**src/hw/vga_pkg.sv**
```systemverilog
package vga_pkg;

    // horizontal line timing in pixel clocks, 640x480 at 60 Hz
    localparam int h_active     = 640;
    localparam int h_sync_start = 656;
    localparam int h_sync_end   = 752; // exclusive
    localparam int h_total      = 800;

    // vertical frame timing in lines
    localparam int v_active     = 480;
    localparam int v_sync_start = 490;
    localparam int v_sync_end   = 492; // exclusive
    localparam int v_total      = 525;

    // centered 320x240 window that is fed from the frame buffer
    localparam int win_x0 = 160;
    localparam int win_x1 = 480; // exclusive
    localparam int win_y0 = 120;
    localparam int win_y1 = 360; // exclusive

    localparam int win_pixels = (win_x1 - win_x0) * (win_y1 - win_y0);

    // 17 bits covers the 76800 window words
    localparam int fb_addr_w = 17;

    // both beam counters fit in 10 bits
    localparam int count_w = 10;

    // beam counters to pins: one cycle of RAM read, one cycle of output register
    localparam int pipe_delay = 2;

    // one RGB565 word
    // the writer and the RAM only move it around as raw bits
    // scan-out is the one place that splits it into color fields
    typedef union packed {
        logic [15:0] raw;
        struct packed {
            logic [4:0] red;   // bits 15:11
            logic [5:0] green; // bits 10:5
            logic [4:0] blue;  // bits 4:0
        } rgb;
    } pixel_word_u;

endpackage

```
**src/hw/raster_timing.sv**
```systemverilog
module raster_timing (
    input  logic                        clk_25m,
    input  logic                        rst_n,
    output logic [vga_pkg::count_w-1:0] h_count,
    output logic [vga_pkg::count_w-1:0] v_count,
    output logic                        hsync,
    output logic                        vsync
);
    import vga_pkg::*;

    logic             h_last;
    logic             v_last;
    logic             hs_now;
    logic             vs_now;
    logic [pipe_delay-1:0] hs_pipe;
    logic [pipe_delay-1:0] vs_pipe;

    assign h_last = (h_count == count_w'(h_total - 1));
    assign v_last = (v_count == count_w'(v_total - 1));

    // beam position, the first cycle after reset is (0, 0)
    always_ff @(posedge clk_25m or negedge rst_n) begin
        if (!rst_n) begin
            h_count <= '0;
            v_count <= '0;
        end else if (h_last) begin
            h_count <= '0;
            if (v_last) begin
                v_count <= '0;
            end else begin
                v_count <= v_count + 1'b1;
            end
        end else begin
            h_count <= h_count + 1'b1;
        end
    end

    // sync windows as seen by the current beam position
    assign hs_now = (h_count >= count_w'(h_sync_start)) && (h_count < count_w'(h_sync_end));
    assign vs_now = (v_count >= count_w'(v_sync_start)) && (v_count < count_w'(v_sync_end));

    // the sync flags ride the same number of stages as the color path
    // so a pulse lines up with the pixel data it belongs to
    always_ff @(posedge clk_25m or negedge rst_n) begin
        if (!rst_n) begin
            hs_pipe <= '0;
            vs_pipe <= '0;
        end else begin
            hs_pipe <= {hs_pipe[pipe_delay-2:0], hs_now};
            vs_pipe <= {vs_pipe[pipe_delay-2:0], vs_now};
        end
    end

    // both pulses are active low, so a cleared pipe leaves them high
    assign hsync = ~hs_pipe[pipe_delay-1];
    assign vsync = ~vs_pipe[pipe_delay-1];

    // the wrap compare must catch every line and frame end
    a_count_range: assert property (
        @(posedge clk_25m) disable iff (!rst_n)
        (h_count < count_w'(h_total)) && (v_count < count_w'(v_total))
    ) else $error("raster counter out of range h=%0d v=%0d", h_count, v_count);

endmodule

```
**config.mk**
```make
export PLATFORM = sky130hd
export DESIGN_NAME = raster_timing
export DESIGN_NICKNAME = d
export VERILOG_FILES = /design/src/hw/vga_pkg.sv /design/src/hw/raster_timing.sv
export SDC_FILE = /design/constraint.sdc
export NUM_CORES = 1
export LEC_CHECK = 0
export ABC_AREA = 1
export BUFFER_PORTS_ARGS = -buffer_cell sky130_fd_sc_hd__buf_2
export CAP_MARGIN = 40
export CORE_MARGIN = 2
export CORE_UTILIZATION = 49
export DETAILED_ROUTE_END_ITERATION = 8
export PLACE_DENSITY = 0.73
export REMOVE_ABC_BUFFERS = 1
export SETUP_SLACK_MARGIN = 0.5
export SKIP_LAST_GASP = 1
export SLEW_MARGIN = 15
export SYNTH_ARGS = -nofsm -noshare
export SYNTH_HDL_FRONTEND = slang
export SYNTH_SLANG_ARGS = --single-unit
```
**constraint.sdc**
```tcl
create_clock -name clk_25m -period 1.4 [get_ports clk_25m]
set_clock_uncertainty 0.2 [all_clocks]
set_input_delay 0.14 -clock clk_25m [delete_from_list [all_inputs] [get_ports clk_25m]]
set_output_delay 0.14 -clock clk_25m [all_outputs]
set_load 0.1 [all_outputs]
```
======== After elaboration in Yosys (flattened, before gate mapping) ========
Index checks and enable logic that the tools add are counted.
W data, S select, Z words.
word-level totals
  output and inout bits ................... 22
  register bits after elaboration ......... 24
cells by class
  bitwise operators ....................... 2
  multiplexer cells ....................... 2
  order comparisons ....................... 4
  equal/unequal tests ..................... 2
  add/sub/neg operators ................... 2
  reductions and logical operators ........ 2
operator list
  cell                     count
  $add A10 B1 Y10 const B  2
  $eq A10 B10 Y1 const B   2
  $mux W10                 2
  $ge A10 B10 Y1 const B   1
  $ge A10 B9 Y1 const B    1
  $lt A10 B10 Y1 const B   1
  $lt A10 B9 Y1 const B    1
  $logic_and A1 B1 Y1      2
  $not A1 Y1               2

======== Logic depth before layout (Yosys ltp) ========
Gate-level depths: netlist of the first run.
  depth in word-level cells ............... 2
  depth in mapped cells ................... 8
  mapped depth without buffers ............ 8

======== Least setup slack after synthesis of the first run ========
Ideal clock, no wire load.
  path kind ............................... reg-to-reg
  from .................................... reg h_count[0] (netlist bit)
  to ...................................... reg v_count[6] (netlist bit)
  period minus slack after synthesis ...... 2,291 ps
  stages on the path, launching flop included .. 9
  arrival time ............................ 1,965 ps
  slack ................................... -891 ps
  library setup time ...................... 125 ps
  cells stage by stage .................... dfrtp_1 ha_1 nand2_2 nor2_4 nand3_4 nor2_8 inv_2 nand2_1 o21ai_1
between the ends
  cells in the longest elaborated chain, start to end .. 1
ends and longest elaborated chain
  what                      line                 RTL
  start: declaration        raster_timing.sv:4   output logic [vga_pkg::count_w-1:0] h_count,
  start signal: assignment  raster_timing.sv:34  h_count <= h_count + 1'b1;
  $eq A10 B10 Y1            raster_timing.sv:18  assign h_last = (h_count == count_w'(h_total - 1));
  end signal: assignment    raster_timing.sv:31  v_count <= v_count + 1'b1;
  end: declaration          raster_timing.sv:5   output logic [vga_pkg::count_w-1:0] v_count,
No other way between the ends.
A chain may end at the register's enable or synchronous reset.

======== Worst setup path in the final report of the first run ========
  from .................................... reg h_count[1] (netlist bit)
  to ...................................... reg v_count[4] (netlist bit)
The elaborated chain is that of the path after synthesis.

==> key figures, run 1 <==
Timing
  – Fin crit share: 122.0%
  – Measured slew at the worst slew-check pin: 0.5464 ns
  – Worst Slack Setup Final: -0.3086 ns
  – F_max: 0.5853 GHz
  – Period minus WS final: approximately 1.7 ns
  – Final hold vios: 24
  – Pins Over Slew Limit: 0
  – Worst hold slack: -0.4244 ns
  – Slew Limit Headroom: 63.58%
  – # setup viols final: 27
  – RSZ-0062 raised after global routing: yes

Global route
  – Gr ovfl total: 0
  – Initial antenna violation count: 0
  – Largest net degree at the start of global routing: 25
  – Total track usage: 33.38%
  – Vias in the first global route: 1627
  – First-pass GRT wire length: 7.907 mm

Clock network
  – Root Driver: clkbuf_4
  – Worst-skew pair later-pin latency: 0.32 ns
  – CTS Buffer Depth: 2
  – Clock-pin slew on the worst setup and hold paths: between 0.1 and 0.15 ns
  – TritonCTS Buffers: 3
  – # H-tree levels: 1
  – CTS tree: yes
  – Num Clock Sinks: 24

Place
  – Dpl cells: between 200 and 250
  – RePlAce Congestion: a little under 1
  – IO Port Bufs: 23
  – Post-DP HPWL: approximately 2.7 mm

Floorplanning
  – Placeable Area: 2500 um2
  – Die Y: 55.68 um
  – Die area: 3100 um2
  – Row cnt: 18
  – Initial core utilization: 52.35%
  – Die W: 55.68 um
  – Ports: 24

Finish
  – Antenna cells: 0
  – Final net count: 253
  – Syn-to-layout area delta: 83.75%
  – Fraction of layout cells with a size suffix above 1: 47.13%
  – Fillers: 60
  – Cell Count, Final, Fillers Out: 274

Synth
  – Synth warn: 0
  – Number of synthesized register bits: 24
  – Sequential share of the synthesized area: 45.89%
  – Unique masters post-synth: 23
  – Number of flops mapped to enable cells by yosys: 0
  – Asr flop ratio synth: 100.0%
  – Compound-gate portion of the synthesized area: 5.832%
  – Mapped Cells: 160
  – Main synth FF type: dfrtp_1
  – Mapped cell area: between 1000 and 1500 um2
  – Synth Area in Adders: 4.780%
  – Largest family of logic cells by synthesized area: simple AND/OR/NAND/NOR gates
  – Xor/xnor share of the synthesized area: under 10%
  – Post-Synth Simple-Gate Area: between 20 and 30%
  – Synthesized area per cell: 8.180 um2
  – Mux cell area share after synthesis: 0%

Critical path
  – Crit. End Element: flip-flop
  – R2r endpoint: v_count[4]$_DFFE_PN0N_
  – Critical Path RT: 1.44 ns
  – Worst setup path category: reg -> reg
  – WP data arrival: 1.75 ns
  – Worst r2r src: h_count[1]$_DFF_PN0_
  – Reg2Reg Depth: 8
  – Setup crit start kind: flip-flop
  – CP max FO: 10
  – Reg2Reg Setup Slack: -0.31 ns

Outcome
  – Status: complete, but fails checks
  – Failing checks: hold timing, setup timing

Run
  – Max_cap viols: 0

Drt
  – Final WL: 5.675 mm
  – Wire per inst: between 20 and 25 um
  – Avg Vias per Cell: a little under 6
  – Final antenna-violating net count: 0
  – # DRC: 0
  – Via count: roughly 1600
  – Drt first-iter violations: 114
  – Pre-Repair DR Iteration Count: 6

Power
  – Pwr dens: 429.5 nW/um2
  – Lkg Pwr: 0.001226 uW
  – VDD IR max: between 700 and 800 uV

Worst hold path
  – Hold crit path type: in -> async
power by group:
part	internal [uW]	total, uW	switching, uW
combinational	0.997	14.2	13.2
clock	101	325	224
sequential	693	693	0
routing by layer:
layer / vias to the layer above / wire length [um] / GRT usage (%)
li1: 672 / - / -
met1: 766 / 2133 / 36.11
met2: 135 / 2779 / 62.41
met3: 25 / 516 / 5.116
met4: 0 / 245 / 16.38
met5: - / 0 / 0
Yosys cell counts (2+ instances only):
master / instances / area (um2)
dfrtp_1: 24 / 600.6
ha_1: 5 / 62.56
inv_1: 27 / 101.4
nand2_1: 32 / 120.1
nand3_1: 11 / 55.05
nand4_1: 8 / 50.05
nor2_1: 21 / 78.83
o21ai_0: 11 / 55.05
o21ai_1: 2 / 10.01
xnor2_1: 2 / 17.52
xor2_1: 5 / 43.79
stage by stage:
step	util [%]	worst slack [ns]	cell area (um2)	total power, uW	setup TNS (ns)
floorplan	-	-0.9464	1294	706.5	-16.59
global placement	81.78	-0.1358	2044	721.3	-1.374
detailed placement	81.78	-0.2316	2044	721.6	-2.469
CTS	91.69	-0.1566	2292	1014	-2.324
global route	96.20	-0.3641	2405	1060	-6.316
finish	96.20	-0.3086	2405	1033	-4.896
layout by cell type, fill, tap and decap left out, drive strengths merged:
cell	netlist	final
xor2	5	5
clkbuf	0	3
nand4	8	8
ha	5	5
nand3	12	12
xnor2	2	2
nor3	1	1
nor2	24	24
a31oi	1	1
inv	28	28
buf	1	82
and3	1	1
a21oi	1	1
nand2	33	33
o21ai	13	13
dfrtp	24	24
nand3b	1	1
worst max-delay path, stage by stage (launching register included):
cell,delay (ns)
dfrtp_1,0.41
ha_2,0.22
nand2_4,0.07
nor2_4,0.14
nand3_4,0.11
nor2_8,0.15
buf_12,0.14
nand4_1,0.09
o21ai_0,0.10
layout make-up:
cell class	count	area (um2)	area share (%)
clock buffer	3	22.52	0.9365
inverter	28	105.1	4.370
multi-input combinational	107	654.4	27.21
sequential	24	605.6	25.18
tap	30	37.54	1.561
timing repair buffer	82	979.7	40.74
sequential cells by signal, summed over array words and instances, names as in the netlist:
register	flops
h_count	10
hs_pipe	2
v_count	10
vs_pipe	2
worst max-delay path by stage:
stage | startpoint | to | slack, ns | cells after the start
2_1_floorplan | h_count[0]$_DFF_PN0_ | v_count[6]$_DFFE_PN0N_ | -0.95 | 8
3_3_place_gp | v_count[0]$_DFFE_PN0N_ | v_count[4]$_DFFE_PN0N_ | -0.14 | 7
3_5_place_dp | v_count[0]$_DFFE_PN0N_ | v_count[4]$_DFFE_PN0N_ | -0.23 | 7
4_1_cts | v_count[0]$_DFFE_PN0N_ | v_count[8]$_DFFE_PN0N_ | -0.16 | 7
5_1_grt | h_count[1]$_DFF_PN0_ | v_count[4]$_DFFE_PN0N_ | -0.36 | 8
6_report | h_count[1]$_DFF_PN0_ | v_count[4]$_DFFE_PN0N_ | -0.31 | 8
logic make-up (layout without fill, tap and decap cells):
group | after synthesis | in the layout
buffers and inverters | 29 | 113
adders and majority gates | 5 | 5
DFF | 24 | 24
and+or+nand+nor | 80 | 80
xor gates and xnor gates | 7 | 7
AOI/OAI and AO/OA | 15 | 15
timing repair:
item	4_1_cts	5_1_grt
endpoints found under the hold margin	24	24
gates resized for setup	35	18
endpoints found under the setup margin	44	44
pin swaps	4	2
buffers inserted	17	8
Power figures use the tool's default switching activity.
==> inputs of run 2 (changes only) <==
--- a/config.mk
+++ b/config.mk
@@ -5,11 +5,10 @@
 export SDC_FILE = /design/constraint.sdc
 export NUM_CORES = 1
 export LEC_CHECK = 0
-export ABC_AREA = 1
 export BUFFER_PORTS_ARGS = -buffer_cell sky130_fd_sc_hd__buf_2
 export CAP_MARGIN = 40
 export CORE_MARGIN = 2
-export CORE_UTILIZATION = 49
+export CORE_UTILIZATION = 48
 export DETAILED_ROUTE_END_ITERATION = 8
 export PLACE_DENSITY = 0.73
 export REMOVE_ABC_BUFFERS = 1
==> key figures, run 2 <==
Outcome
  – Status: stopped before the end
  – Failed at: 4_1_cts
  – Run Error: [ERROR DPL-0038] Utilization greater than 100%, impossible to legalize

Clock network
  – Num Clock Sinks: 24 (unchanged)
  – # H-tree levels: 1 (unchanged)
  – Setup Buffers After CTS: 19 (+2)
  – Root Driver: clkbuf_4
  – CTS Buffer Depth: 2 (unchanged)
  – Resize count post-CTS: 52 (+49%)
  – TritonCTS Buffers: 3 (unchanged)

Place
  – Placement-stage cell area: 1893 um2 (-7.4%)
  – RePlAce Congestion: 0.8438 (-12%)
  – Post-DP HPWL: 2.480 mm (-6.5%)
  – IO Port Bufs: 23 (unchanged)

Synth
  – Sequential share of the synthesized area: 51.17% (+5.3 points)
  – Area leader, netlist: dfrtp_1
  – Asr flop ratio synth: 100.0% (unchanged)
  – Synthesized area per cell: 10.67 um2 (+30%)
  – Most frequent cell after synthesis: dfrtp_1
  – Synth warn: 0 (unchanged)
  – Number of synthesized register bits: 24 (unchanged)
  – Unique masters post-synth: 28 (+22%)
  – Post-synth top cells: dfrtp_1 (24), inv_1 (10), nand2_1 (9), nand3_1 (8)
  – Mapped cell area: 1174 um2 (-10%)
  – Main synth FF type: dfrtp_1
  – Top cells by area, synth: dfrtp_1 (51%), ha_1 (5.3%), xnor2_1 (4.5%), nand3_1 (3.4%), inv_1 (3.2%)
  – Mapped Cells: 110 (-31%)
  – Synth top area share: 51.17% (+5.3 points)
  – Number of flops mapped to enable cells by yosys: 0 (unchanged)

Floorplanning
  – Die W: 53.45 um (-4.0%)
  – Die Y: 53.45 um (-4.0%)
  – Ports: 24 (unchanged)
  – Row cnt: 17 (-1)
  – Initial core utilization: 52.05% (-0.30 points)
run 2: logic make-up after synthesis:
family | synth area share [%]
mux | 2.559
xor+xnor | 7.462
simple gates | 25.16
compound gates | 4.371
fa+ha+maj | 5.330
flops | 51.17
buf+inv | 3.944
run 2: metrics by stage:
| stage | utilization, % | instances | hold slack, ns | setup TNS [ns] | setup WS [ns] |
|---|---|---|---|---|---|
| after detailed placement | 83.96 | 192 | -0.04799 | -6.462 | -0.5285 |
| after global placement | 83.96 | 192 | -0.05762 | -4.934 | -0.4156 |
| after floorplan | - | 108 | -0.3556 | -19.19 | -1.189 |
==> inputs of run 3 (changes only) <==
--- a/config.mk
+++ b/config.mk
@@ -7,12 +7,11 @@
 export LEC_CHECK = 0
 export BUFFER_PORTS_ARGS = -buffer_cell sky130_fd_sc_hd__buf_2
 export CAP_MARGIN = 40
-export CORE_MARGIN = 2
-export CORE_UTILIZATION = 48
+export CORE_AREA = 2 2 63 65
 export DETAILED_ROUTE_END_ITERATION = 8
-export PLACE_DENSITY = 0.73
+export DIE_AREA = 0 0 65 67
+export PLACE_DENSITY_LB_ADDON = 0.15
 export REMOVE_ABC_BUFFERS = 1
-export SETUP_SLACK_MARGIN = 0.5
 export SKIP_LAST_GASP = 1
 export SLEW_MARGIN = 15
 export SYNTH_ARGS = -nofsm -noshare
==> constraint.sdc (replaced) <==
create_clock -name clk_25m -period 1.8 [get_ports clk_25m]
set_clock_uncertainty 0.2 [all_clocks]
set_input_delay 0.18 -clock clk_25m [delete_from_list [all_inputs] [get_ports clk_25m]]
set_output_delay 0.18 -clock clk_25m [all_outputs]
set_load 0.1 [all_outputs]
==> key figures, run 3 <==
Critical path
  – Setup crit start kind: flip-flop
  – CP max stage delay: 0.55 ns
  – CP max stage cell: or4_4
  – Buf/Inv on CP: 0
  – Critical Path RT: ~1.8 ns
  – Worst setup path category: reg -> reg
  – Critical path, cell by cell: or3_1, or4_4, or3b_1, mux2i_1
  – Crit. End Element: flip-flop
  – WP data arrival: 1.83 ns
  – CP max FO: 7
  – CP delay by family, top: simple AND/OR/NAND/NOR gates

Drt
  – Drt first-iter violations: 26
  – Wire per inst: 13.41 um
  – Via count: just over 1000
  – Pre-Repair DR Iteration Count: 4
  – # DRC: 0
  – Final WL: 2.830 mm
  – Avg Vias per Cell: approximately 4.8
  – Final antenna-violating net count: 0

Floorplanning
  – Row cnt: 22 (+5)
  – Initial core utilization: 32.55% (-20 points)
  – Ports: 24 (unchanged)
  – Placeable Area: 3606 um2
  – Die area: 4355 um2
  – Die Y: 67 um (+25%)
  – Die W: 65 um (+22%)

Synth
  – Synthesized area per cell: 10.67 um2 (unchanged)
  – Synth top area share: 51.17% (unchanged)
  – Area leader, netlist: dfrtp_1
  – Number of flops mapped to enable cells by yosys: 0 (unchanged)
  – Main synth FF type: dfrtp_1
  – Asr flop ratio synth: 100.0% (unchanged)
  – Mapped Cells: 110 (unchanged)
  – Post-synth top cells: dfrtp_1 (24), inv_1 (10), nand2_1 (9), nand3_1 (8)
  – Synth warn: 0 (unchanged)
  – Most frequent cell after synthesis: dfrtp_1
  – Top cells by area, synth: dfrtp_1 (51%), ha_1 (5.3%), xnor2_1 (4.5%), nand3_1 (3.4%), inv_1 (3.2%)
  – Mapped cell area: 1174 um2 (unchanged)
  – Number of synthesized register bits: 24 (unchanged)
  – Unique masters post-synth: 28 (unchanged)
  – Sequential share of the synthesized area: 51.17% (unchanged)

Clock network
  – CTS Buffer Depth: 2 (unchanged)
  – Clock-pin slew on the worst setup and hold paths: 0.09 ns
  – TritonCTS Buffers: 3 (unchanged)
  – Worst-skew pair later-pin latency: 0.27 ns
  – Num Clock Sinks: 24 (unchanged)
  – Root Driver: clkbuf_8
  – CTS tree: yes
  – # H-tree levels: 1 (unchanged)

Worst hold path
  – Hold crit path type: reg -> reg

Timing
  – Slew Limit Headroom: between 60% and 70%
  – Final hold vios: 0
  – # setup viols final: 5
  – Setup_tns: -0.1450 ns
  – Fin crit share: 103.8%
  – RSZ-0062 raised after global routing: yes
  – F_max: 0.5354 GHz
  – Measured slew at the worst slew-check pin: around 0.54 ns
  – Period minus WS final: around 1.9 ns
  – Pins Over Slew Limit: 0
  – Worst Slack Setup Final: -0.06775 ns

Power
  – Pwr dens: just over 600 nW/um2
  – VDD IR max: 244.3 uV
  – Total Power: slightly above 1000 uW
  – Lkg Pwr: 0.0008507 uW

Finish
  – Final core utilization: 46.46%
  – Fin area: roughly 1700 um2
  – Fillers: around 340
  – Antenna cells: 0
  – Syn-to-layout area delta: 42.75%
  – Footprint of the multi-input gates: 566.8 um2
  – Final net count: 171
  – Fraction of layout cells with a size suffix above 1: 41.72%
  – Largest regs: h_count (10), v_count (10)
  – Register area: 600.6 um2
  – Most frequent cells in the layout: dfrtp_1 (24), buf_4 (24), buf_2 (23)

Global route
  – Gr ovfl total: 0
  – Vias in the first global route: 952
  – Largest net degree at the start of global routing: 25
  – First-pass GRT wire length: 4.643 mm
  – Initial antenna violation count: 0
  – Total track usage: 14.27%

Run
  – Max_cap viols: 0

Place
  – Worst slack at placement: -0.1210 ns (+0.4075 ns)
  – Post-DP HPWL: 1.987 mm (-20%)
  – Placement-stage cell area: 1498 um2 (-21%)
  – RePlAce Congestion: 0.8387 (-0.60%)
  – IO Port Bufs: 23 (unchanged)

Outcome
  – Failing checks: setup timing
  – Status: complete, but fails checks
## run 3: area by class of cell
class                   instances  share of cell area [%]
multi-input cells              74                   33.83
clock inverters                 1                   1.792
flip-flops and latches         24                   35.85
well taps                      48                   3.585
repair buffers                 51                   20.24
inverters                      10                   2.240
clock buffers                   3                   2.465
## run 3: layer usage
layer | routed length (um) | vias up | global-route usage [%] | part of all wire (%)
li1 | - | 485 | - | -
met1 | 1304 | 503 | 17.94 | 46
met2 | 1410 | 17 | 24.61 | 50
met3 | 70 | 2 | 1.520 | 2.5
met4 | 43 | 0 | 6.383 | 1.5
met5 | 0 | - | 0 | 0
## run 3: logic make-up after synthesis
group | synth area share, %
and+or+nand+nor | 25.16
buffers and inverters | 3.944
xor gates and xnor gates | 7.462
AOI/OAI and AO/OA | 4.371
DFF | 51.17
adders and majority gates | 5.330
muxes | 2.559
## run 3: where the power goes
part	switching [uW]	leakage (uW)	total (uW)	internal (uW)
logic	10.4	0.000494	12.6	2.18
clock network	181	0.0000357	478	297
registers	0	0.000321	539	539
## run 3: repair_timing
action	4_1_cts	5_1_grt
setup endpoints to repair	10	11
pin swaps	4	8
hold buffers	1	0
gates resized for setup	12	3
buffers inserted	5	1
hold endpoints to repair	24	0
## run 3: final timing paths
| kind | start | end | slack [ns] | depth (start not counted) |
|---|---|---|---|---|
| max | v_count[7]$_DFFE_PN0N_ | v_count[9]$_DFFE_PN0N_ | -0.07 | 4 |
| min | hs_pipe[0]$_DFF_PN0_ | hs_pipe[1]$_DFF_PN0_ | 0.16 | 0 |
| max reg2reg | v_count[7]$_DFFE_PN0N_ | v_count[9]$_DFFE_PN0N_ | -0.07 | 4 |
| min reg2reg | hs_pipe[0]$_DFF_PN0_ | hs_pipe[1]$_DFF_PN0_ | 0.16 | 0 |
| max in group asynchronous | rst_n | h_count[0]$_DFF_PN0_ | 0.82 | 2 |
| min in group asynchronous | rst_n | h_count[4]$_DFF_PN0_ | 0.22 | 2 |
## run 3: stage by stage
step / std cells / hold slack, ns
global placement: 200 / -0.006393
CTS: 210 / 0.1574
detailed placement: 200 / 0.0006084
finish: 211 / 0.1569
floorplan: 108 / -0.3156
global route: 211 / 0.1754
