<file path="src/hw/vga_pkg.sv">
package vga_pkg;

    // horizontal line timing in pixel clocks, 640x480 at 60 Hz
    localparam int h_active     = 640;
    localparam int h_sync_start = 656;
    localparam int h_sync_end   = 752; // exclusive
    localparam int h_total      = 800;

    // vertical frame timing in lines
    localparam int v_active     = 480;
    localparam int v_sync_start = 490;
    localparam int v_sync_end   = 492; // exclusive
    localparam int v_total      = 525;

    // centered 320x240 window that is fed from the frame buffer
    localparam int win_x0 = 160;
    localparam int win_x1 = 480; // exclusive
    localparam int win_y0 = 120;
    localparam int win_y1 = 360; // exclusive

    localparam int win_pixels = (win_x1 - win_x0) * (win_y1 - win_y0);

    // 17 bits covers the 76800 window words
    localparam int fb_addr_w = 17;

    // both beam counters fit in 10 bits
    localparam int count_w = 10;

    // beam counters to pins: one cycle of RAM read, one cycle of output register
    localparam int pipe_delay = 2;

    // one RGB565 word
    // the writer and the RAM only move it around as raw bits
    // scan-out is the one place that splits it into color fields
    typedef union packed {
        logic [15:0] raw;
        struct packed {
            logic [4:0] red;   // bits 15:11
            logic [5:0] green; // bits 10:5
            logic [4:0] blue;  // bits 4:0
        } rgb;
    } pixel_word_u;

endpackage

</file>
<file path="src/hw/pixel_writer.sv">
module pixel_writer (
    input  logic                          clk_25m,
    input  logic                          rst_n,
    input  logic                          wr_start,
    input  logic                          wr_valid,
    input  vga_pkg::pixel_word_u          wr_pixel,
    output logic                          wr_en,
    output logic [vga_pkg::fb_addr_w-1:0] wr_addr,
    output vga_pkg::pixel_word_u          wr_data
);
    import vga_pkg::*;

    logic [fb_addr_w-1:0] wr_ptr;
    logic [fb_addr_w-1:0] cur_addr;
    logic [fb_addr_w-1:0] next_addr;

    // a start pulse takes effect in its own cycle, so a strobe that
    // comes with it lands on word 0
    assign cur_addr  = wr_start ? '0 : wr_ptr;
    assign next_addr = (cur_addr == fb_addr_w'(win_pixels - 1)) ? '0 : cur_addr + 1'b1;

    always_ff @(posedge clk_25m or negedge rst_n) begin
        if (!rst_n) begin
            wr_ptr <= '0;
            wr_en  <= 1'b0;
        end else begin
            wr_en <= wr_valid;
            if (wr_valid) begin
                wr_ptr <= next_addr;
            end else if (wr_start) begin
                wr_ptr <= '0;
            end
        end
    end

    always_ff @(posedge clk_25m) begin
        wr_addr <= cur_addr;
        wr_data <= wr_pixel;
    end

    // wrap handling must hold across any mix of start pulses and strobes
    a_ptr_range: assert property (
        @(posedge clk_25m) disable iff (!rst_n)
        wr_ptr < fb_addr_w'(win_pixels)
    ) else $error("write pointer %0d past end of window", wr_ptr);

endmodule

</file>
<file path="config.mk">
export PLATFORM = sky130hd
export DESIGN_NAME = pixel_writer
export DESIGN_NICKNAME = d
export VERILOG_FILES = /design/src/hw/vga_pkg.sv /design/src/hw/pixel_writer.sv
export SDC_FILE = /design/constraint.sdc
export NUM_CORES = 1
export LEC_CHECK = 0
export BUFFER_PORTS_ARGS = -buffer_cell sky130_fd_sc_hd__buf_4
export CAP_MARGIN = 20
export CORE_MARGIN = 5
export CORE_UTILIZATION = 39
export DETAILED_ROUTE_END_ITERATION = 6
export HOLD_SLACK_MARGIN = 0.15
export PLACE_DENSITY_LB_ADDON = 0.2
export SETUP_SLACK_MARGIN = 0.4
export SYNTH_ARGS = -nofsm -noshare
export SYNTH_HDL_FRONTEND = slang
export SYNTH_SLANG_ARGS = --single-unit
</file>
<file path="constraint.sdc">
create_clock -name clk_25m -period 4 [get_ports clk_25m]
set_input_delay 0.8 -clock clk_25m [delete_from_list [all_inputs] [get_ports clk_25m]]
set_output_delay 0.8 -clock clk_25m [all_outputs]
set_load 0.03 [all_outputs]
</file>
Word-level counts from Yosys, hierarchy flattened
Cells that the tools add are included.

word-level totals
  input port bits = 20
  output and inout bits = 34
  flip-flop bits (word level) = 51
  logic and storage cells = 9

operators by class
  eq/ne operators = 1
  muxes and demuxes = 3
  add/sub/neg operators = 1

operators with widths
  cell                                                              count
  17-bit 2-to-1 mux                                                 3
  17-bit by 1-bit adder with 17-bit output (second input constant)  1
  17-bit equality test (second input constant)                      1

Longest topological paths before layout
Gate-level depths: netlist of the first run.

  word-level depth = 4
  depth in mapped cells = 8
  depth with buffers taken out = 6

Worst setup path after synthesis of the first run
No wires, ideal clock.

  path kind = input-to-reg
  start = in wr_start
  end = reg wr_ptr[3]
  path buffers = 2
  arrival time = 2.455 ns
  library setup time = 0.134 ns
  stages = 8
  data required time = 3.866 ns
  path slack = 1.412 ns
  path through = buf_2 -> buf_2 -> nor2b_1 -> ha_1 -> nand4_1 -> nor3_1 -> nor2b_1 -> nor2_1

on the way
  word-level cells in the longest chain between the ends = 4
  elaborated cells on any way between the ends = 5
  those cells by class = 1 x add/sub; 1 x eq/ne; 3 x mux

RTL lines
  item                                                                              line                text
  from (decl)                                                                       pixel_writer.sv:4   input logic wr_start,
  17-bit 2-to-1 mux *                                                               --
  via cur_addr[0]                                                                   pixel_writer.sv:14  logic [fb_addr_w-1:0] cur_addr;
  17-bit by 1-bit adder with 17-bit output or 17-bit equality test (tied branches)  pixel_writer.sv:20  assign next_addr = (cur_addr == fb_addr_w'(win_pixels - 1)) ? '0 : cur_addr + 1'b1;
  17-bit 2-to-1 mux *                                                               pixel_writer.sv:20
  17-bit 2-to-1 mux *                                                               pixel_writer.sv:28  if (wr_valid) begin
  to (signal assigned)                                                              pixel_writer.sv:29  wr_ptr <= next_addr;
  to (decl)                                                                         pixel_writer.sv:13  logic [fb_addr_w-1:0] wr_ptr;

The timed path passes the listed nets; every way through them passes the cells marked *.

Worst setup path after layout of the first run
Same ends and word-level chain as after synthesis.

==> impl_metrics.csv, run 1 <==
group,metric,value,unit
timing,rsz0062_at_grt,"no",
clock_tree,cts_buffers,5,
power,p_sw_frac,0.226,
clock_tree,ctsHoldBuffers,0,
synthesis,synth-seq-area-share,0.642,
cells_and_area,layout_commonest_cell,"buf_4",
timing,hold_slack,0.353,ns
timing,max_freq,395,MHz
die,ios,54,
routing,drt_iter0_drc,35,
die,die_x,76.6,microns
worst_setup_path,crit_family,"simple AND/OR/NAND/NOR gates",
grt,overflow,0,
die,core_area,0.00432,sq mm
worst_setup_path,crit_buf_inv,1,
worst_setup_path,worstPathRequired,4.17,ns
die,num_rows,24,
clock_tree,clockBufferDepth,2,
grt,grt_pass1_vias,1234,
job,cap_viol_max_count,0,
cells_and_area,final_nets,215,
timing,tightest_slew,0.445,ns
clock_tree,clock_latency,0.30,ns
worst_setup_path,cp-end-kind,"register",
clock_tree,postCtsSetupRepairBufs,0,
routing,totalWireLength,3.51,mm
power,clockPowerShare,0.335,
cells_and_area,fillers,385,
routing,routed_via_density,4.94,
timing,slew_viol_final,0,
power,finalPower,0.000894,W
timing,tns,0,ns
timing,setup_viol,0,
timing,relSlewSlack,0.703,
clock_tree,cts_tree,"built",
die,dieArea,0.00587,sq mm
cells_and_area,antenna_cells,0,
worst_setup_path,startpoint_type,"input port",
power,power_density,394,mW/mm^2
grt,grt_usage,0.128,
worst_setup_path,worst-path-max-fanout,21,
clock_tree,cts_resized,0,
routing,drtAntennaViolNets,0,
synthesis,syn_area_per_cell,12.6,sq um
power,p_leak,1.09,nW
timing,finalHoldViolations,0,
status,status,"completed",
synthesis,netlist_area,0.00173,sq mm
synthesis,syn-instance-count,137,
power,internal-power,0.000692,W
timing,finalCritPeriodShare,0.634,
die,die_h,76.6,microns
cells_and_area,final_cell_mix,"buf_4 (53), dfxtp_1 (33), dfrtp_1 (18), nor2b_1 (15), nand2_1 (8)",
clock_tree,cts_root_buffer,"clkbuf_8",
worst_setup_path,criticalPathCategory,"in -> reg",
worst_setup_path,slowest_delay,0.45,ns
grt,grt_max_degree,22,
clock_tree,cts_sinks,51,
placed_design,dpl.hpwl,2.56,mm
timing,finalClockSkew,0.00555,ns
power,seqPwrFrac,0.589,
power,share_comb_of_total_power,0.076,
clock_tree,htree_levels,2,
routing,num_vias,1220,
synthesis,synthesis.nets,158,
placed_design,gp_congestion,0.824,
routing,first_pass_iters,4,
power,p_switching,0.000202,W
placed_design,dp_slack,1.24,ns
power,max-vdd-ir-drop,0.207,mV
cells_and_area,area_growth,31.2,%
placed_design,place.port_buffers,53,
timing,timing.final.ws_setup,1.47,ns
worst_setup_path,slowest_stage,"nor2b_1",
clock_tree,path_clk_slew,0.09,ns
timing,final.min_clock_period,2.53,ns
worst_setup_path,crit_chain,"buf_4 > nor2b_1 > ha_1 > nand4_1 > nor3_1 > nor2b_1 > nor2_1",
synthesis,ys_warn_count,0,
synthesis,ys_ff_latch,51,
worst_setup_path,crit_top_cell,"nor2b_1",
synthesis,ys_types,38,
grt,antenna_found_initial,0,
grt,grt_pass1_wl,5.95,mm
cells_and_area,drive_above_1_share,0.349,
die,start_util,0.400,
routing,avgRoutedWirePerCell,14.2,microns
hold_path,min_path_type,"in -> async",
worst_setup_path,arrival,2.71,ns
routing,drc,0,
## state kept, by name, indices dropped and copies added (netlist names)
register / flops
wr_addr: 17
wr_data: 16
wr_ptr: 17
wr_en: 1
## synth_stat cells
library cell  count  area (sq um)
mux2i_1           2          20.0
inv_1             4          15.0
nand4_4           1          21.3
o31ai_1           1          7.51
nand2b_1          1          6.26
o2bb2ai_1         1          8.76
or3_1             2          12.5
and4b_4           1          13.8
xor2_1            5          43.8
nor2b_4           1          13.8
a21oi_1           2          10.0
nor4_4            1          21.3
nand4b_4          1          23.8
and3_1            2          12.5
a41oi_1           1          8.76
and4b_1           1          10.0
nor3_1            1          5.00
o21ai_0           2          10.0
nand2b_4          1          13.8
nand3_1           4          20.0
xnor2_1           5          43.8
buf_2             2          10.0
dfxtp_1          33           661
ha_1              1          12.5
o41ai_1           1          8.76
or4_4             1          11.3
nand2_1           8          30.0
and4_1            2          17.5
a21oi_2           1          8.76
nand4b_1          1          8.76
nor2b_1          15          93.8
clkbuf_1          1          3.75
nor4bb_1          1          10.0
nor4_1            2          12.5
nor2_1            5          18.8
dfrtp_1          18           450
a211oi_1          1          7.51
nand4_1           4          25.0
## power groups by stage
stage                     Clock, W  Combinational (W)  Sequential [W]
after floorplan                  0          0.0000105        0.000560
after global placement           0          0.0000680        0.000538
after detailed placement         0          0.0000689        0.000538
after CTS                 0.000308          0.0000692        0.000527
after global routing      0.000329          0.0000732        0.000528
final                     0.000300          0.0000678        0.000527
## layout make-up
| class | count | area [sq um] | area share |
|---|---|---|---|
| Timing Repair Buffer | 53 | 398 | 0.175 |
| Inverter | 4 | 15.0 | 0.00661 |
| Clock buffer | 7 | 86.3 | 0.0380 |
| Sequential cell | 51 | 1110 | 0.489 |
| Multi-Input combinational cell | 79 | 592 | 0.260 |
| Clock inverter | 1 | 5.00 | 0.00220 |
| Tap cell | 52 | 65.1 | 0.0286 |
## per-stage QoR
| stage | area, sq um | std cells | utilization |
|---|---|---|---|
| after floorplan | 1730 | 137 | - |
| after global placement | 2180 | 239 | 0.504 |
| after detailed placement | 2180 | 239 | 0.504 |
| after CTS | 2270 | 247 | 0.525 |
| after global routing | 2270 | 247 | 0.525 |
| final | 2270 | 247 | 0.525 |
## final timing paths
kind                       cells after the start                  from  slack (ns)                   end
hold / removal                                 1                 rst_n        0.35  wr_ptr[12]$_DFF_PN0_
min in group clk_25m                           1  wr_ptr[16]$_DFF_PN0_        0.59   wr_addr[16]$_DFF_P_
setup / recovery                               7              wr_start        1.47   wr_ptr[3]$_DFF_PN0_
max in group asynchronous                      1                 rst_n        3.44   wr_ptr[2]$_DFF_PN0_
hold reg to reg                                1  wr_ptr[16]$_DFF_PN0_        0.59   wr_addr[16]$_DFF_P_
setup reg to reg                               6   wr_ptr[1]$_DFF_PN0_        1.82   wr_ptr[3]$_DFF_PN0_
## layer usage
layer	routed length (microns)	GRT usage	share of wire	vias to the layer above
met5	0	0	0	-
met4	64	0.0682	0.018	0
met3	295	0.0556	0.084	6
met2	1590	0.195	0.45	49
met1	1550	0.151	0.44	579
li1	-	-	-	586
## logic make-up (layout without fill, tap and decap cells)
logic type | Yosys count | count (layout) | synth area share
buffers and inverters | 7 | 65 | 0.0166
AND/OR/NAND/NOR | 56 | 56 | 0.232
XOR/XNOR | 10 | 10 | 0.0506
AO/OA/AOI/OAI | 10 | 10 | 0.0405
adder cells (fa/ha/maj) | 1 | 1 | 0.00722
flip-flops | 51 | 51 | 0.642
multiplexers | 2 | 2 | 0.0116
Power figures use the tool's default switching activity.
==> run 2, diff against run 1 <==
--- a/config.mk
+++ b/config.mk
@@ -5,6 +5,7 @@
 export SDC_FILE = /design/constraint.sdc
 export NUM_CORES = 1
 export LEC_CHECK = 0
+export ABC_AREA = 1
 export BUFFER_PORTS_ARGS = -buffer_cell sky130_fd_sc_hd__buf_4
 export CAP_MARGIN = 20
 export CORE_MARGIN = 5
==> constraint.sdc (replaced) <==
create_clock -name clk_25m -period 2.1 [get_ports clk_25m]
set_input_delay 0.42 -clock clk_25m [delete_from_list [all_inputs] [get_ports clk_25m]]
set_output_delay 0.42 -clock clk_25m [all_outputs]
set_load 0.03 [all_outputs]
==> impl_metrics.csv, run 2 <==
group,metric,value,unit
routing,first_pass_iters,4,
clock_tree,cts_buffers,5,
cells_and_area,layout_commonest_cell,"buf_4",
clock_tree,cts_root_buffer,"clkbuf_8",
synthesis,synthesis.nets,223,
job,cap_viol_max_count,0,
worst_setup_path,cp-end-kind,"register",
placed_design,gp_congestion,0.817,
synthesis,yosys_most_used_dff,"dfxtp_1",
cells_and_area,final_cell_mix,"buf_4 (53), nand2_1 (35), nor2_1 (33), dfxtp_1 (33), inv_1 (29)",
cells_and_area,drive_above_1_share,0.332,
timing,finalClockSkew,0.00491,ns
grt,grt_max_degree,19,
synthesis,synth-seq-area-share,0.582,
clock_tree,clockBufferDepth,2,
placed_design,place.port_buffers,53,
power,max-vdd-ir-drop,0.385,mV
grt,grt_pass1_vias,1404,
synthesis,ys_ff_latch,51,
grt,antenna_found_initial,0,
worst_setup_path,startpoint_type,"input port",
cells_and_area,fin_util,0.534,
timing,setup_viol,0,
synthesis,netlist_area,0.00191,sq mm
clock_tree,clock_latency,0.30,ns
routing,num_vias,1418,
timing,tightest_slew,0.305,ns
cells_and_area,top_regs,"wr_addr: 17 flops, wr_ptr: 17 flops, wr_data: 16 flops",
cells_and_area,final_nets,282,
power,power_density,731,mW/mm^2
grt,overflow,0,
clock_tree,htree_levels,2,
die,ios,54,
die,core_area,0.00475,sq mm
timing,slew_viol_final,0,
timing,tns,0,ns
worst_setup_path,worst-path-max-fanout,10,
die,dieArea,0.00640,sq mm
die,die_h,80.0,microns
synthesis,ys_types,25,
timing,hold_slack,0.214,ns
cells_and_area,area_growth,32.9,%
timing,rsz0062_at_grt,"no",
synthesis,synth_top_area_share,0.346,
synthesis,syn_area_per_cell,9.46,sq um
routing,drc,0,
cells_and_area,antenna_cells,0,
synthesis,syn-instance-count,202,
placed_design,place_area,0.00238,sq mm
routing,routed_via_density,4.31,
timing,final.min_clock_period,1.58,ns
timing,relSlewSlack,0.796,
routing,drt_iter0_drc,41,
timing,finalCritPeriodShare,0.751,
worst_setup_path,arrival,1.78,ns
clock_tree,path_clk_slew,0.09,ns
status,status,"completed",
die,num_rows,25,
die,start_util,0.402,
power,p_leak,1.29,nW
die,die_x,80.0,microns
synthesis,async_flop_share,0.353,
timing,max_freq,634,MHz
clock_tree,cts_tree,"built",
synthesis,synth_largest_area_cell,"dfxtp_1",
grt,grt_pass1_wl,6.35,mm
worst_setup_path,criticalPathCategory,"in -> reg",
synthesis,yosysMostFrequentCell,"nand2_1",
worst_setup_path,worstPathRequired,2.30,ns
timing,finalHoldViolations,0,
synthesis,synth-edff-count,0,
synthesis,synth_area_leaders,"dfxtp_1 (35%), dfrtp_1 (24%), nand2_1 (6.9%), nor2_1 (6.7%), inv_1 (5.7%)",
synthesis,synth_common_cells,"nand2_1 (35), nor2_1 (34), dfxtp_1 (33)",
routing,drtAntennaViolNets,0,
grt,grt_usage,0.131,
clock_tree,cts_sinks,51,
synthesis,ys_warn_count,0,
placed_design,dpl.hpwl,2.95,mm
hold_path,min_path_type,"in -> reg",
routing,avgRoutedWirePerCell,11.9,microns
cells_and_area,final_cell_area,0.00254,sq mm
routing,totalWireLength,3.90,mm
-- run 2: cell types whose count changed after synthesis, moves of 3 or more --
cell     before  now
nand2_4       0    4
inv_1         4   29
nor2_4        0    5
nand2_1       8   35
nor2b_1      15    0
nand2_2       0    5
nor2_2        0    3
nand3_1       4   12
nor2_1        5   34
-- run 2: report_power, final --
part	total (W)	switching [W]	internal (W)
sequential	0.00101	0.00000962	0.000997
clock	0.000701	0.000316	0.000386
combinational	0.000147	0.0000887	0.0000583
-- run 2: timing repair --
| action | 4_1_cts | 5_1_grt |
|---|---|---|
| setup buffers | 0 | 0 |
| hold buffers | 1 | 0 |
| setup endpoints to repair | 3 | 8 |
| resized for setup | 1 | 5 |
| gates cloned | 0 | 0 |
| pin swaps | 0 | 1 |
| hold endpoints to repair | 18 | 0 |
-- run 2: worst max-delay path: stages --
cell and delay (ns):
buf_4 0.19, inv_12 0.12, nand2_4 0.07, inv_1 0.11
ha_4 0.17, nand4_4 0.15, nor3_4 0.27, nand2_1 0.14
nand2_1 0.09, nor2_1 0.04
-- run 2: per-layer routing --
metal,share of wire,up-vias,track usage
met1,0.43,639,0.146
li1,-,722,-
met4,0.015,0,0.0456
met3,0.11,6,0.0666
met5,0,-,0
met2,0.45,51,0.216
-- run 2: final timing paths --
check,from,endpoint,slack [ns],depth (start not counted)
min in group asynchronous,rst_n,wr_ptr[6]$_DFF_PN0_,0.53,2
min reg2reg,wr_ptr[7]$_DFF_PN0_,wr_addr[7]$_DFF_P_,0.56,2
max,wr_start,wr_ptr[13]$_DFF_PN0_,0.52,10
max in group asynchronous,rst_n,wr_ptr[14]$_DFF_PN0_,1.36,2
max reg2reg,wr_ptr[0]$_DFF_PN0_,wr_ptr[13]$_DFF_PN0_,0.54,8
min,wr_pixel[8],wr_data[8]$_DFF_P_,0.21,1
-- run 2: area by class of cell --
cell class	count	area, sq um
inverters	31	129
clock inverters	2	35.0
repair buffers	54	408
fillers	467	2220
multi-input cells	118	689
well taps	67	83.8
flip-flops and latches	51	1110
clock buffers	6	82.6
-- run 2: logic make-up (layout without fill, tap and decap cells) --
group / after synthesis / count (layout) / synth area share
buf+inv: 33 / 93 / 0.0760
fa+ha+maj: 1 / 1 / 0.00655
compound gates: 1 / 1 / 0.00262
flops: 51 / 51 / 0.582
xor+xnor: 8 / 8 / 0.0367
simple gates: 108 / 108 / 0.297
-- run 2: metrics by stage --
stage	setup WS (ns)	std cells	power, W
floorplan	0.472	202	0.00110
global placement	0.192	320	0.00117
detailed placement	0.118	320	0.00117
CTS	0.404	329	0.00187
global route	0.427	329	0.00193
finish	0.522	329	0.00185
==> run 3, diff against run 2 <==
--- a/config.mk
+++ b/config.mk
@@ -5,7 +5,7 @@
 export SDC_FILE = /design/constraint.sdc
 export NUM_CORES = 1
 export LEC_CHECK = 0
-export ABC_AREA = 1
+export ABC_AREA = 0
 export BUFFER_PORTS_ARGS = -buffer_cell sky130_fd_sc_hd__buf_4
 export CAP_MARGIN = 20
 export CORE_MARGIN = 5
==> constraint.sdc (replaced) <==
create_clock -name clk_25m -period 1.4 [get_ports clk_25m]
set_input_delay 0.28 -clock clk_25m [delete_from_list [all_inputs] [get_ports clk_25m]]
set_output_delay 0.28 -clock clk_25m [all_outputs]
set_load 0.03 [all_outputs]
==> impl_metrics.csv, run 3 (synthesis results as in run 1) <==
group,metric,value,unit
status,status,"finished with violations",
status,violations,"negative setup slack",
timing,relSlewSlack,0.786,
cells_and_area,seq_area,0.00115,sq mm
worst_setup_path,startpoint_type,"register",
power,p_leak,1.47,nW
placed_design,dpl.hpwl,3.00,mm
clock_tree,clock_latency,0.31,ns
routing,drt_iter0_drc,46,
placed_design,place_area,0.00245,sq mm
timing,timing.final.ws_setup,-0.155,ns
cells_and_area,antenna_cells,0,
cells_and_area,top_regs,"wr_addr: 17 flops, wr_ptr: 17 flops, wr_data: 16 flops",
job,cap_viol_max_count,0,
die,die_x,76.6,microns
die,core_area,0.00432,sq mm
timing,rsz0062_at_grt,"yes",
worst_setup_path,r2r_end,"wr_ptr[16]$_DFF_PN0_",
die,num_rows,24,
cells_and_area,final_cell_area,0.00309,sq mm
worst_setup_path,criticalPathCategory,"reg -> reg",
routing,totalWireLength,4.52,mm
clock_tree,path_clk_slew,0.10,ns
grt,grt_usage,0.159,
grt,grt_pass1_wl,7.65,mm
grt,grt_max_degree,19,
clock_tree,htree_levels,2,
clock_tree,cts_buffers,5,
clock_tree,cts_sinks,51,
cells_and_area,final_cell_mix,"buf_4 (54), buf_6 (40), dfxtp_2 (33), dfrtp_1 (18), dlygate4sd3_1 (17)",
worst_setup_path,r2r_cells,7,
worst_setup_path,reg2reg_from,"wr_ptr[1]$_DFF_PN0_",
cells_and_area,layout_commonest_cell,"buf_4",
timing,final.min_clock_period,1.55,ns
die,ios,54,
routing,routed_via_density,4.73,
cells_and_area,multi_input_area,739,sq um
cells_and_area,fillers,301,
routing,avgRoutedWirePerCell,14.8,microns
grt,grt_pass1_vias,1524,
routing,drc,0,
timing,finalCritPeriodShare,1.11,
routing,num_vias,1443,
routing,drtAntennaViolNets,0,
timing,setup_viol,13,
routing,first_pass_iters,4,
timing,finalHoldViolations,0,
worst_setup_path,cp-end-kind,"register",
placed_design,gp_congestion,0.802,
grt,overflow,0,
die,die_h,76.6,microns
power,power_density,867,mW/mm^2
grt,antenna_found_initial,0,
hold_path,min_path_type,"in -> reg",
timing,finalClockSkew,0.00802,ns
clock_tree,cts_root_buffer,"clkbuf_8",
clock_tree,clockBufferDepth,2,
cells_and_area,area_growth,78.5,%
cells_and_area,fin_util,0.715,
worst_setup_path,endpoint,"wr_ptr[16]$_DFF_PN0_",
die,dieArea,0.00587,sq mm
worst_setup_path,arrival,1.78,ns
cells_and_area,final_nets,273,
die,start_util,0.400,
timing,max_freq,643,MHz
timing,slew_viol_final,0,
timing,tightest_slew,0.318,ns
worst_setup_path,r2r_slack,-0.15,ns
cells_and_area,drive_above_1_share,0.656,
placed_design,place.port_buffers,53,
worst_setup_path,startpoint,"wr_ptr[1]$_DFF_PN0_",
worst_setup_path,worst-path-max-fanout,2,
clock_tree,cts_tree,"built",
power,max-vdd-ir-drop,0.610,mV
worst_setup_path,worstPathRequired,1.63,ns
timing,hold_slack,0.203,ns
run 3: cell types whose count changed in the layout (fill, tap and decap cells not counted), sizes merged, moves of 3 or more:
cell	delta
buf	+41
nor2	-38
nand2	-36
inv	-27
dlygate4sd3	+16
nor2b	+16
nand3	-9
nor3	-4
nor4	+3
run 3: timing repair:
| item | in CTS | in global routing |
|---|---|---|
| endpoints found under the setup margin | 51 | 52 |
| setup buffers | 7 | 4 |
| hold endpoints to repair | 34 | 0 |
| hold buffers | 17 | 0 |
| gates cloned | 0 | 0 |
| gates resized for setup | 84 | 11 |
| pin swaps | 15 | 6 |
run 3: worst min-delay path by stage:
stage / startpoint / to / slack, ns / cells after the start
final: wr_valid / wr_ptr[0]$_DFF_PN0_ / 0.20 / 2
after global routing: wr_valid / wr_ptr[0]$_DFF_PN0_ / 0.20 / 2
after CTS: wr_valid / wr_ptr[0]$_DFF_PN0_ / 0.19 / 2
after detailed placement: rst_n / wr_ptr[14]$_DFF_PN0_ / 0.17 / 1
after global placement: rst_n / wr_ptr[15]$_DFF_PN0_ / 0.17 / 1
after floorplan: rst_n / wr_en$_DFF_PN0_ / -0.02 / 0
run 3: critical path, stage by stage, from the launching register on:
cell and delay [ns]:
dfrtp_1 0.36, nor2b_4 0.18, ha_4 0.14, nand4_1 0.09
buf_4 0.16, nor4_4 0.15, a41oi_1 0.16, a211oi_2 0.23
run 3: layer usage:
metal | wire, microns | share of wire | GRT usage | vias up
met2 | 2170 | 0.48 | 0.264 | 56
met5 | 0 | 0 | 0 | -
met3 | 328 | 0.073 | 0.0603 | 8
met1 | 1930 | 0.43 | 0.192 | 677
li1 | - | - | - | 702
met4 | 93 | 0.021 | 0.0437 | 0
run 3: metrics by stage:
step / worst slack, ns / instances / power [W] / TNS, ns
after floorplan: -0.385 / 137 / 0.00165 / -2.57
after global placement: -0.251 / 269 / 0.00176 / -2.89
after detailed placement: -0.398 / 269 / 0.00176 / -3.63
after CTS: -0.164 / 301 / 0.00270 / -1.27
after global routing: -0.237 / 305 / 0.00280 / -2.27
final: -0.155 / 305 / 0.00268 / -1.26
run 3: final cells by class:
cell class | instances | share of cell area
clock inverters | 3 | 0.00809
repair buffers | 111 | 0.332
well taps | 52 | 0.0210
clock buffers | 5 | 0.0223
multi-input cells | 79 | 0.239
inverters | 4 | 0.00486
flip-flops and latches | 51 | 0.373
run 3: power by group:
| group | internal (W) | switching [W] |
|---|---|---|
| sequential | 0.00150 | 0.0000170 |
| combinational | 0.000170 | 0.000136 |
| clock | 0.000358 | 0.000501 |
| total | 0.00203 | 0.000654 |
